[src/bitcount_pkg.sv]
// Bit counter shared definitions
package bitcount_pkg;

    localparam int bus_w   = 32; // Wishbone data and address width.
    localparam int count_w = 6;  // holds 0 to 32.

    // code 3 is not named and behaves as cpop.
    typedef enum logic [1:0] {
        op_clz  = 2'd0,
        op_ctz  = 2'd1,
        op_cpop = 2'd2
    } op_e;

    localparam logic [bus_w-1:0] reg_operand = 32'h0000_0000;
    localparam logic [bus_w-1:0] reg_control = 32'h0000_0004;
    localparam logic [bus_w-1:0] reg_result  = 32'h0000_0008; // read only.

    localparam int result_zero_bit = 8; // all-zero flag inside reg_result.

    typedef struct packed {
        logic             cyc;
        logic             stb;
        logic             we;
        logic [bus_w-1:0] adr;
        logic [bus_w-1:0] dat_w;
    } wb_req_t;

    typedef struct packed {
        logic             ack;
        logic             err;
        logic [bus_w-1:0] dat_r;
    } wb_rsp_t;

    typedef struct packed {
        logic             valid;
        op_e              op;
        logic [bus_w-1:0] operand;
    } count_req_t;

    typedef struct packed {
        logic               valid;
        logic [count_w-1:0] count;
        logic               all_zero;
    } count_rsp_t;

endpackage

[src/zero_counter.sv]
// Trailing zero counter
`timescale 1ns/1ps

module zero_counter #(
    parameter int WIDTH = 32
) (
    input  logic [WIDTH-1:0]         value,
    output logic [$clog2(WIDTH):0]   zero_count,
    output logic                     all_zero
);

    localparam int CW = $clog2(WIDTH) + 1;

    // A zero word reports the full width, which needs the extra count bit.
    assign all_zero = ~(|value);

    // The loop walks downward so the last hit is the lowest set bit.
    always_comb begin
        zero_count = CW'(WIDTH);
        for (int i = WIDTH - 1; i >= 0; i--) begin
            if (value[i]) begin
                zero_count = CW'(i);
            end
        end
    end

endmodule

[src/pop_counter.sv]
// Population counter
`timescale 1ns/1ps

module pop_counter #(
    parameter int WIDTH = 32
) (
    input  logic [WIDTH-1:0]       value,
    output logic [$clog2(WIDTH):0] ones
);

    localparam int LEVELS = $clog2(WIDTH);

    genvar l;
    genvar n;

    // Level l holds WIDTH >> l partial sums, each l+1 bits wide.
    // A register stage can later be dropped between two levels.
    for (l = 0; l <= LEVELS; l++) begin : g_level
        logic [l:0] node [WIDTH >> l];

        for (n = 0; n < (WIDTH >> l); n++) begin : g_node
            if (l == 0) begin : g_leaf
                assign node[n] = value[n];
            end else begin : g_sum
                assign node[n] = {1'b0, g_level[l-1].node[2*n]}
                               + {1'b0, g_level[l-1].node[2*n+1]};
            end
        end
    end

    assign ones = g_level[LEVELS].node[0]; // root of the tree.

endmodule

[src/bitcount_unit.sv]
// Two stage bit count pipeline
`timescale 1ns/1ps

module bitcount_unit (
    input  logic                    clk,
    input  logic                    rst_n,
    input  bitcount_pkg::count_req_t req,
    output bitcount_pkg::count_rsp_t rsp
);

    typedef struct packed {
        bitcount_pkg::op_e                    op;
        logic [bitcount_pkg::count_w-1:0]     zeros;
        logic [bitcount_pkg::count_w-1:0]     ones;
        logic                                 all_zero;
    } stage1_t;

    logic [bitcount_pkg::bus_w-1:0]   scan_word;
    logic [bitcount_pkg::count_w-1:0] zeros;
    logic [bitcount_pkg::count_w-1:0] ones;
    logic                             all_zero;

    logic                             s1_valid_q;
    stage1_t                          s1_q;
    logic                             rsp_valid_q;
    logic [bitcount_pkg::count_w-1:0] rsp_count_q;
    logic                             rsp_zero_q;

    // Leading zeros are the trailing zeros of the reversed word.
    always_comb begin
        if (req.op == bitcount_pkg::op_clz) begin
            scan_word = {<<{req.operand}};
        end else begin
            scan_word = req.operand;
        end
    end

    zero_counter #(
        .WIDTH (bitcount_pkg::bus_w)
    ) u_zero_counter (
        .value      (scan_word),
        .zero_count (zeros),
        .all_zero   (all_zero)
    );

    pop_counter #(
        .WIDTH (bitcount_pkg::bus_w)
    ) u_pop_counter (
        .value (req.operand),
        .ones  (ones)
    );

    always_ff @(posedge clk or negedge rst_n) begin
        if (!rst_n) begin
            s1_valid_q  <= 1'b0;
            rsp_valid_q <= 1'b0;
        end else begin
            s1_valid_q  <= req.valid;
            rsp_valid_q <= s1_valid_q;
        end
    end

    always_ff @(posedge clk) begin
        if (req.valid) begin
            s1_q <= '{op: req.op, zeros: zeros, ones: ones, all_zero: all_zero};
        end
        if (s1_valid_q) begin
            case (s1_q.op)
                bitcount_pkg::op_clz,
                bitcount_pkg::op_ctz: rsp_count_q <= s1_q.zeros;
                default:              rsp_count_q <= s1_q.ones; // code 3 counts ones too.
            endcase
            rsp_zero_q <= s1_q.all_zero;
        end
    end

    assign rsp = '{valid: rsp_valid_q, count: rsp_count_q, all_zero: rsp_zero_q};

endmodule

[src/wb_bitcount_slave.sv]
// Wishbone bit count slave
`timescale 1ns/1ps

module wb_bitcount_slave #(
    parameter logic [bitcount_pkg::bus_w-1:0] BASE_ADDR = '0
) (
    input  logic                     clk,
    input  logic                     rst_n,
    input  bitcount_pkg::wb_req_t    wb_req,
    output bitcount_pkg::wb_rsp_t    wb_rsp,
    output bitcount_pkg::count_req_t count_req,
    input  bitcount_pkg::count_rsp_t count_rsp
);

    logic [bitcount_pkg::bus_w-1:0]   offset;
    logic                             sel_operand;
    logic                             sel_control;
    logic                             sel_result;
    logic                             legal;
    logic                             new_req;
    logic                             hold;
    logic                             do_ack;
    logic                             do_err;
    logic [bitcount_pkg::bus_w-1:0]   rd_data;

    logic                             ack_q;
    logic                             err_q;
    logic [bitcount_pkg::bus_w-1:0]   dat_r_q;
    logic                             issue_q;
    logic [1:0]                       inflight_q;
    logic [bitcount_pkg::bus_w-1:0]   operand_q;
    logic [1:0]                       control_q;
    logic [bitcount_pkg::count_w-1:0] result_count_q;
    logic                             result_zero_q;

    always_comb begin
        offset      = wb_req.adr - BASE_ADDR;
        sel_operand = (offset == bitcount_pkg::reg_operand);
        sel_control = (offset == bitcount_pkg::reg_control);
        sel_result  = (offset == bitcount_pkg::reg_result);
        legal       = sel_operand || sel_control || (sel_result && !wb_req.we);

        // A new transfer is one not yet answered in the previous cycle.
        new_req = wb_req.cyc && wb_req.stb && !ack_q && !err_q;
        hold    = new_req && sel_result && !wb_req.we && (inflight_q != 2'd0);
        do_ack  = new_req && legal && !hold;
        do_err  = new_req && !legal;
    end

    always_comb begin
        rd_data = '0;
        if (sel_operand) begin
            rd_data = operand_q;
        end else if (sel_control) begin
            rd_data[1:0] = control_q;
        end else begin
            rd_data[bitcount_pkg::count_w-1:0]      = result_count_q;
            rd_data[bitcount_pkg::result_zero_bit]  = result_zero_q;
        end
    end

    always_ff @(posedge clk or negedge rst_n) begin
        if (!rst_n) begin
            ack_q          <= 1'b0;
            err_q          <= 1'b0;
            issue_q        <= 1'b0;
            inflight_q     <= 2'd0;
            operand_q      <= '0;
            control_q      <= 2'd0;
            result_count_q <= '0;
            result_zero_q  <= 1'b0;
        end else begin
            ack_q   <= do_ack;
            err_q   <= do_err;
            issue_q <= do_ack && wb_req.we && sel_operand; // pulses alongside the ack.

            if (do_ack && wb_req.we && sel_operand) begin
                operand_q <= wb_req.dat_w;
            end
            if (do_ack && wb_req.we && sel_control) begin
                control_q <= wb_req.dat_w[1:0];
            end

            case ({issue_q, count_rsp.valid})
                2'b10:   inflight_q <= inflight_q + 2'd1;
                2'b01:   inflight_q <= inflight_q - 2'd1;
                default: inflight_q <= inflight_q;
            endcase

            if (count_rsp.valid) begin
                result_count_q <= count_rsp.count;
                result_zero_q  <= count_rsp.all_zero;
            end
        end
    end

    always_ff @(posedge clk) begin
        if (do_ack && !wb_req.we) begin
            dat_r_q <= rd_data;
        end
    end

    assign wb_rsp = '{ack: ack_q, err: err_q, dat_r: dat_r_q};

    // operand_q already holds the new word in the cycle of the pulse.
    assign count_req = '{
        valid:   issue_q,
        op:      bitcount_pkg::op_e'(control_q),
        operand: operand_q
    };

endmodule

[src/bitcount_top.sv]
// Bit count coprocessor top
`timescale 1ns/1ps

module bitcount_top #(
    parameter logic [bitcount_pkg::bus_w-1:0] BASE_ADDR = '0
) (
    input  logic                  clk,
    input  logic                  rst_n,
    input  bitcount_pkg::wb_req_t wb_req,
    output bitcount_pkg::wb_rsp_t wb_rsp
);

    bitcount_pkg::count_req_t count_req; // issue pulse from the slave.
    bitcount_pkg::count_rsp_t count_rsp; // result two cycles later.

    wb_bitcount_slave #(
        .BASE_ADDR (BASE_ADDR)
    ) u_slave (
        .clk       (clk),
        .rst_n     (rst_n),
        .wb_req    (wb_req),
        .wb_rsp    (wb_rsp),
        .count_req (count_req),
        .count_rsp (count_rsp)
    );

    bitcount_unit u_unit (
        .clk   (clk),
        .rst_n (rst_n),
        .req   (count_req),
        .rsp   (count_rsp)
    );

endmodule

[config.mk]
export PLATFORM = sky130hd
export DESIGN_NAME = bitcount_top
export DESIGN_NICKNAME = d
export VERILOG_FILES = /design/src/bitcount_pkg.sv /design/src/zero_counter.sv /design/src/pop_counter.sv /design/src/bitcount_unit.sv /design/src/wb_bitcount_slave.sv /design/src/bitcount_top.sv
export SDC_FILE = /design/constraint.sdc
export NUM_CORES = 1
export LEC_CHECK = 0
export BUFFER_PORTS_ARGS = -buffer_cell sky130_fd_sc_hd__buf_2
export CAP_MARGIN = 0
export CORE_MARGIN = 5
export CORE_UTILIZATION = 50
export CTS_BUF_LIST = sky130_fd_sc_hd__clkbuf_4
export DETAILED_ROUTE_END_ITERATION = 10
export PLACE_DENSITY = 0.8
export SYNTH_ARGS = -nofsm -noshare
export SYNTH_HDL_FRONTEND = slang
export SYNTH_SLANG_ARGS = --single-unit
[constraint.sdc]
create_clock -name clk -period 5.8 [get_ports clk]
set_input_delay 1.16 -clock clk [delete_from_list [all_inputs] [get_ports clk]]
set_output_delay 1.16 -clock clk [all_outputs]
set_load 0.05 [all_outputs]
# After elaboration in Yosys (flattened, before gate mapping)
# Index checks and enable logic that the tools add are counted.
# totals
register_bits	102
input_bits	69
out_inout_bits	34
word_cells	134
# op_classes
add_sub_neg	33
eq_ne	5
n_mux	39
n_bitwise	1
n_reduce_logical	33
# op_table
op	n
5-bit 2-to-1 mux	15
4-bit 2-to-1 mux	9
1-bit by 1-bit adder with 2-bit output	16
32-bit by 3-bit == test with 1-bit output (second input constant)	1
32-bit by 4-bit == test with 1-bit output (second input constant)	1
32-bit zero test	1
32-bit 2-to-1 mux	1
32-bit OR reduction	1
31-bit OR reduction	1
2-bit by 2-bit adder with 3-bit output	8
6-bit 2-to-1 mux	3
3-bit by 3-bit adder with 4-bit output	4
16-bit OR reduction	1
1-bit logical AND	14
3-bit 2-to-1 mux	4
4-bit by 4-bit adder with 5-bit output	2
8-bit OR reduction	1
5-bit by 5-bit adder with 6-bit output	1
2-bit 2-to-1 mux	3
1-bit zero test	5
2-bit by 1-bit == test with 1-bit output (second input constant)	2
2-bit zero test	2
2-bit case mux with 2 select lines	1
2-bit nonzero test	2
8 further kinds	12

# Longest topological paths before layout
# Gate-level depths: netlist (run 1).
# logic_depth
word_depth	33
mapped_depth	17
depth_no_buf	17

# By module
# From an unflattened synthesis (run 1), not the netlist that was laid out.
# hier_totals
hier_cells	409
area_unflattened_um2	5502.8
# by_module_without_submodules
mod	instances	cells_each	area_each_um2	seq_area_each_um2
wb_bitcount_slave	1	202	3161.8	2112.0
bitcount_unit	1	68	1188.6	680.7
pop_counter	1	73	758.2	0.0
zero_counter	1	66	394.1	0.0

# Worst setup path before layout (run 1)
# OpenSTA, ideal clock, no wires.
# synth_path
path_type	reg2reg
start	register u_slave.operand_q[17] (netlist name)
end	register u_unit.s1_q[5] (netlist name) (data pin)
setup_ns	0.258
arrival_ns	4.394
t_required_ns	5.542
slack_ns	1.148
stages_incl_launch_ff	18
n_path_buf	0
synth_period_minus_slack_ns	4.652
cell_sequence	dfrtp_1 fa_1 inv_1 fa_1 inv_1 fa_1 inv_1 fa_1 fa_1 fa_1 inv_1 ha_1 inv_1 fa_1 inv_1 a21o_1 a21oi_1 xnor2_1
# synth_between
elab_chain_cells	5
# synth_rtl
item	line	source
from (decl)	wb_bitcount_slave.sv:31	logic [bitcount_pkg::bus_w-1:0] operand_q;
from (signal assigned)	wb_bitcount_slave.sv:78	operand_q <= wb_req.dat_w;
1-bit by 1-bit adder with 2-bit output	pop_counter.sv:26	+ {1'b0, g_level[l-1].node[2*n+1]};
2-bit by 2-bit adder with 3-bit output	pop_counter.sv:26	
3-bit by 3-bit adder with 4-bit output	pop_counter.sv:26	
4-bit by 4-bit adder with 5-bit output	pop_counter.sv:26	
5-bit by 5-bit adder with 6-bit output	pop_counter.sv:26	
named net u_unit.ones, one bit	bitcount_unit.sv:20	logic [bitcount_pkg::count_w-1:0] ones;
to (signal assigned)	bitcount_unit.sv:65	s1_q <= '{op: req.op, zeros: zeros, ones: ones, all_zero: all_zero};
to (decl)	bitcount_unit.sv:24	stage1_t s1_q;
# The timed path passes the listed nets, and every way through them passes these cells.
# A chain may end at the register's enable or synchronous reset.

# Final worst setup path (run 1)
# layout_path
start	register u_slave.operand_q[23] (netlist name)
end	register u_unit.s1_q[5] (netlist name) (data pin)
# The elaborated chain is that of the path after synthesis.

==> impl_metrics.json, run 1 <==
{
  "synth_area_leaders": "edfxtp_1 30%, dfrtp_1 22%, fa_1 9.0%, mux2_2 6.7%, inv_1 3.1%",
  "placementRows": 37,
  "synth-edff-count": 53,
  "multiInputGateArea_um2": 2276,
  "crit_buf_inv": 6,
  "h-tree-depth": 3,
  "drive_above_1_share_pct": 28.29,
  "cts_hold_buf": 0,
  "p_leak_uw": 0.002760,
  "slowest_stage": "fa_1",
  "irDropWorstVdd_uv": 136.0,
  "fin_crit_sh_pct": 85.13,
  "synth_nets": 561,
  "syn_inst": 460,
  "wirelength_mm": 13.19,
  "post_cts_resized": 0,
  "reg2regPathDepth": 17,
  "utilization_pct": 58.93,
  "worstHoldPathCells": 0,
  "path_cells": "inv_1 > fa_1 > fa_1 > inv_1 > fa_1 > inv_1 > fa_1 > fa_1 > fa_1 > inv_1 > ha_1 > inv_1 > fa_1 > inv_1 > a21o_1 > a21oi_1 > xnor2_1",
  "grt_pass1_wl_mm": 21.07,
  "fin_setup_tns_ps": 0,
  "numCtsBuffers": 9,
  "rsz0062_at_grt": "false",
  "final_cell_mix": "102 x buf_2, 53 x edfxtp_1, 48 x dfrtp_1",
  "grt_max_degree": 51,
  "hold_slack_ps": 447.1,
  "synth_cell_type_count": 51,
  "cap_violations": 0,
  "design.die.area_um2": 12900,
  "die_y_um": 113.6,
  "ant_nets": 0,
  "finalSetupViolCount": 0,
  "crit_cells": 17,
  "io_pins": 103,
  "grt-ovfl-total": 0,
  "synth_ff_type": "edfxtp_1",
  "finalCriticalPeriod_ps": 4937,
  "worstMarginPinSlew_ps": 951.7,
  "seq_area_um2": 2793,
  "synth_area_per_cell_um2": 11.66,
  "layout_commonest_cell": "buf_2",
  "via_per_inst": 5.637,
  "fin_nets": 658,
  "powerDensity_nw_per_um2": 201.1,
  "slowest_delay_ps": 530,
  "async_reset_ff_share_pct": 47.52,
  "dp_hpwl_mm": 9.902,
  "worstSkewPairLatency_ps": 450,
  "clkTransAtPathRegs_ps": 150,
  "placed_area_um2": 5956,
  "yosysSeqAreaShare_pct": 52.05,
  "cp_max_fo": 7,
  "postCtsSetupBuffers": 0,
  "dr.pass1.iters": 5,
  "core_um2": 10420,
  "cts_tree": "done",
  "crit_path_frequent_cell": "fa_1",
  "cts_sinks": 101,
  "antenna_found_initial": 1,
  "post-synth-top-area-cell": "edfxtp_1",
  "clock_skew_ps": 16.10,
  "groute.usage.overall_pct": 21.22,
  "num_vias": 3940,
  "cts-root-buf": "clkbuf_4",
  "grt_pass1_vias": 3899,
  "slew_viol_final": 0,
  "end_kind": "flip-flop",
  "path_class": "flip-flop to flip-flop",
  "routedWlPerCell_um": 18.87,
  "place_congestion": 0.9283,
  "max_freq_mhz": 202.5,
  "crit_family": "adder cells",
  "netlist_area_um2": 5365,
  "hold_class": "flip-flop to flip-flop",
  "crit_arrival_ps": 5160,
  "hold_violations": 0,
  "floorplan.initialDensity_pct": 51.51,
  "fillCellCount": 890,
  "worstPathRequired_ps": 6020,
  "syn2layout_area_growth_pct": 14.41,
  "final_area_um2": 6138,
  "drcViolationCount": 0,
  "yosysTopAreaCellShare_pct": 29.66,
  "io_buffers": 102,
  "startpoint_type": "flip-flop",
  "drtIter0Drc": 298,
  "die_w_um": 113.6,
  "relSlewSlack_pct": 36.55,
  "outcome": "completed",
  "ys_ff_latch": 101,
  "cts.path.max_buffers": 2,
  "yosys_warnings": 0
}
-- flip-flops by register name, summed over array words and instances, names as in the netlist --
signal / flops
u_slave.dat_r_q: 32
u_slave.operand_q: 32
u_unit.s1_q: 14
u_slave.result_count_q: 6
u_unit.rsp_count_q: 6
u_slave.control_q: 2
u_slave.inflight_q: 2
u_slave.ack_q: 1
u_slave.err_q: 1
u_slave.issue_q: 1
u_slave.result_zero_q: 1
u_unit.rsp_valid_q: 1
u_unit.rsp_zero_q: 1
u_unit.s1_valid_q: 1
-- cell families (layout without fill, tap and decap cells) --
kind of cell	after synthesis	count (layout)	synth area share, %
flip-flops	101	101	52.05
AND/OR/NAND/NOR	137	137	13.57
XOR/XNOR	6	6	0.9795
adder cells (fa/ha/maj)	32	32	10.82
AO/OA/AOI/OAI	81	81	9.305
buffers and inverters	66	168	5.597
multiplexers	37	37	7.673
other	0	1	0
-- area by class of cell --
| type | count | share of cell area (%) |
|---|---|---|
| sequential | 101 | 45.50 |
| multi-input combinational | 293 | 37.08 |
| timing repair buffer | 107 | 8.928 |
| tap | 136 | 2.772 |
| inverter | 45 | 2.752 |
| clock inverter | 7 | 1.834 |
| clock buffer | 9 | 1.101 |
| antenna | 1 | 0.04077 |
-- through the flow --
| step | instances | setup WS, ps | total power, uW |
|---|---|---|---|
| floorplan | 460 | 1148 | 770.6 |
| finish | 699 | 862.7 | 1235 |
| global placement | 682 | 992.6 | 802.5 |
| detailed placement | 682 | 898.8 | 803.0 |
| global route | 699 | 636.5 | 1277 |
| CTS | 698 | 861.9 | 1244 |
-- worst reg2reg max path: stages, from the launching register on --
cell	delay (ps)
dfrtp_1	480
inv_1	110
fa_1	530
fa_1	520
inv_1	50
fa_1	480
inv_1	50
fa_1	480
fa_1	510
fa_1	410
inv_1	70
ha_1	160
inv_1	70
fa_1	420
inv_1	70
a21o_1	100
a21oi_1	80
xnor2_1	120
-- synthesized netlist by cell type (5+ instances only) --
cell type	n
or3_1	5
nor4_1	13
nor2b_1	7
o21ai_0	27
mux2_2	32
inv_1	45
clkbuf_1	6
nand2_1	21
xnor2_1	5
edfxtp_1	53
fa_1	24
nor2_1	31
nor3_1	19
buf_2	6
and2_1	25
a21oi_1	21
dfrtp_1	48
ha_1	8
-- power breakdown --
group	internal, uW	switching, uW	total (uW)
Clock	217	230	447
Combinational	18.9	19.0	37.9
Sequential	749	0.173	750
-- routing by layer --
metal | track usage [%] | vias to the layer above | wire length, um
met5 | 0 | - | 0
met4 | 6.010 | 0 | 244
met3 | 4.403 | 17 | 1098
met2 | 32.47 | 163 | 6067
met1 | 30.83 | 1940 | 5776
li1 | - | 1820 | -
-- path summary, 6_finish.rpt --
check	start	endpoint	slack [ps]
max in group asynchronous	rst_n	u_slave.operand_q[3]	4560
min	u_unit.s1_q[0]	u_unit.rsp_zero_q	450
max	u_slave.operand_q[23]	u_unit.s1_q[5]	860
max reg2reg	u_slave.operand_q[23]	u_unit.s1_q[5]	860
min in group asynchronous	rst_n	u_slave.operand_q[22]	790
min reg2reg	u_unit.s1_q[0]	u_unit.rsp_zero_q	450
(Power assumes the default switching activity.)
==> run 2, diff against run 1 <==
--- a/config.mk
+++ b/config.mk
@@ -11,6 +11,7 @@
 export CORE_UTILIZATION = 50
 export CTS_BUF_LIST = sky130_fd_sc_hd__clkbuf_4
 export DETAILED_ROUTE_END_ITERATION = 10
+export MAX_ROUTING_LAYER = met4
 export PLACE_DENSITY = 0.8
 export SYNTH_ARGS = -nofsm -noshare
 export SYNTH_HDL_FRONTEND = slang
==> impl_metrics.json, run 2 (synthesized netlist as in run 1, its figures left out) <==
{
  "fin_setup_tns_ps": 0,
  "cts_hold_buf": 0,
  "floorplan.initialDensity_pct": 51.51,
  "via_per_inst": 5.675,
  "grt-ovfl-total": 0,
  "num_vias": 3967,
  "pwr-share-comb_pct": 3.4,
  "p_leak_uw": 0.002735,
  "ant_nets": 0,
  "post_cts_resized": 0,
  "outcome": "completed",
  "drive_above_1_share_pct": 27.94,
  "fin_nets": 658,
  "p_int_uw": 900.8,
  "wirelength_mm": 13.31,
  "routedWlPerCell_um": 19.04,
  "worstMarginPinSlew_ps": 991.1,
  "finalCriticalPeriod_ps": 4896,
  "p_clk_share_pct": 30.8,
  "max_freq_mhz": 204.3,
  "cts_sinks": 101,
  "clock_skew_ps": 12.76,
  "drcViolationCount": 0,
  "rsz0062_at_grt": "false",
  "placementRows": 37,
  "clkTransAtPathRegs_ps": 140,
  "io_pins": 103,
  "design.die.area_um2": 12900,
  "die_w_um": 113.6,
  "antenna_found_initial": 1,
  "final_cell_mix": "102 x buf_2, 53 x edfxtp_1, 48 x dfrtp_1",
  "timing.final.ws_setup_ps": 904.3,
  "cts.path.max_buffers": 2,
  "cap_violations": 0,
  "postCtsSetupBuffers": 0,
  "worstSkewPairLatency_ps": 450,
  "startpoint_type": "flip-flop",
  "core_um2": 10420,
  "numCtsBuffers": 9,
  "hold_class": "flip-flop to flip-flop",
  "layout_commonest_cell": "buf_2",
  "reg2reg_to": "u_unit.s1_q[5]",
  "cts-root-buf": "clkbuf_4",
  "dp_slack_ps": 928.0,
  "reg2regPathDepth": 17,
  "seqPwrFrac_pct": 65.8,
  "groute.usage.overall_pct": 21.92,
  "grt_pass1_wl_mm": 21.02,
  "irDropWorstVdd_uv": 125.3,
  "finalSetupViolCount": 0,
  "io_buffers": 102,
  "end_kind": "flip-flop",
  "die_y_um": 113.6,
  "largestRegisters": "u_slave.dat_r_q x32, u_slave.operand_q x32, u_unit.s1_q x14",
  "h-tree-depth": 3,
  "dp_hpwl_mm": 10.04,
  "powerDensity_nw_per_um2": 187.2,
  "drtIter0Drc": 239,
  "syn2layout_area_growth_pct": 13.48,
  "hold_violations": 0,
  "cp_max_fo": 7,
  "path_class": "flip-flop to flip-flop",
  "hold_path_startpoint": "u_unit.s1_q[0]",
  "cts_tree": "done",
  "holdPathEnd": "u_unit.rsp_zero_q",
  "dr.pass1.iters": 5,
  "power_switching_uw": 239.0,
  "place_congestion": 0.9389,
  "p_sw_share_pct": 20.97,
  "grt_pass1_vias": 4074,
  "worstHoldPathCells": 0,
  "worstPathRequired_ps": 6020,
  "fin_crit_sh_pct": 84.41,
  "reg2reg_from": "u_slave.operand_q[23]",
  "slew_viol_final": 0,
  "grt_max_degree": 51,
  "relSlewSlack_pct": 33.68,
  "crit_arrival_ps": 5110,
  "r2r_setup_slack_ps": 900
}
-- run 2: cell types whose count changed in the layout (fill, tap and decap cells not counted) --
cell / delta
clkbuf_4: +1
clkinv_1: +2
inv_6: -1
clkinv_2: -1
bufinv_16: -2
clkinv_4: +1
-- run 2: power by group through the flow --
stage,Clock [uW],Sequential (uW),Combinational (uW)
floorplan,0,765,6.11
global placement,0,764,38.4
detailed placement,0,764,39.3
CTS,365,750,39.6
global route,392,750,42.9
finish,352,749,38.8
-- run 2: worst max-delay path, stage by stage, from the launching register on --
cell and delay [ps]:
dfrtp_1 470, inv_1 110, fa_1 530, fa_1 520, inv_1 50, fa_1 470
inv_1 50, fa_1 470, fa_1 510, fa_1 410, inv_1 70, ha_1 150
inv_1 60, fa_1 420, inv_1 70, a21o_1 100, a21oi_1 70, xnor2_1 130
-- run 2: layout make-up --
| cell class | instances | area, um2 |
|---|---|---|
| fillers | 892 | 4328 |
| flip-flops and latches | 101 | 2793 |
| multi-input cells | 293 | 2276 |
| repair buffers | 107 | 548.0 |
| well taps | 136 | 170.2 |
| inverters | 45 | 168.9 |
| clock buffers | 10 | 75.07 |
| clock inverters | 6 | 55.05 |
| diodes | 1 | 2.502 |
-- run 2: worst max path at each step --
stage / to / cells past startpoint / slack (ps) / start
final: u_unit.s1_q[5] / 17 / 900 / u_slave.operand_q[23]
after global routing: u_unit.s1_q[5] / 17 / 680 / u_slave.operand_q[23]
after CTS: u_unit.s1_q[5] / 17 / 890 / u_slave.operand_q[23]
after detailed placement: u_unit.s1_q[5] / 17 / 930 / u_slave.operand_q[23]
after global placement: u_unit.s1_q[5] / 17 / 990 / u_slave.operand_q[23]
after floorplan: u_unit.s1_q[5] / 17 / 1150 / u_slave.operand_q[17]
-- run 2: metrics by stage --
| step | instances | total power, uW | utilization [%] | hold slack [ps] | instance area [um2] |
|---|---|---|---|---|---|
| floorplan | 460 | 770.6 | - | 400.3 | 5365 |
| global placement | 682 | 802.8 | 57.18 | 412.7 | 5956 |
| detailed placement | 682 | 803.8 | 57.18 | 411.1 | 5956 |
| CTS | 698 | 1154 | 58.43 | 446.4 | 6086 |
| global route | 699 | 1184 | 58.45 | 465.7 | 6088 |
| finish | 699 | 1140 | 58.45 | 446.1 | 6088 |
-- run 2: metal layers --
| metal | routed length [um] | up-vias | track usage, % |
|---|---|---|---|
| met4 | 194 | 0 | 6.090 |
| li1 | - | 1822 | - |
| met3 | 1244 | 16 | 6.366 |
| met5 | 0 | - | - |
| met2 | 6230 | 184 | 34.43 |
| met1 | 5643 | 1945 | 27.96 |
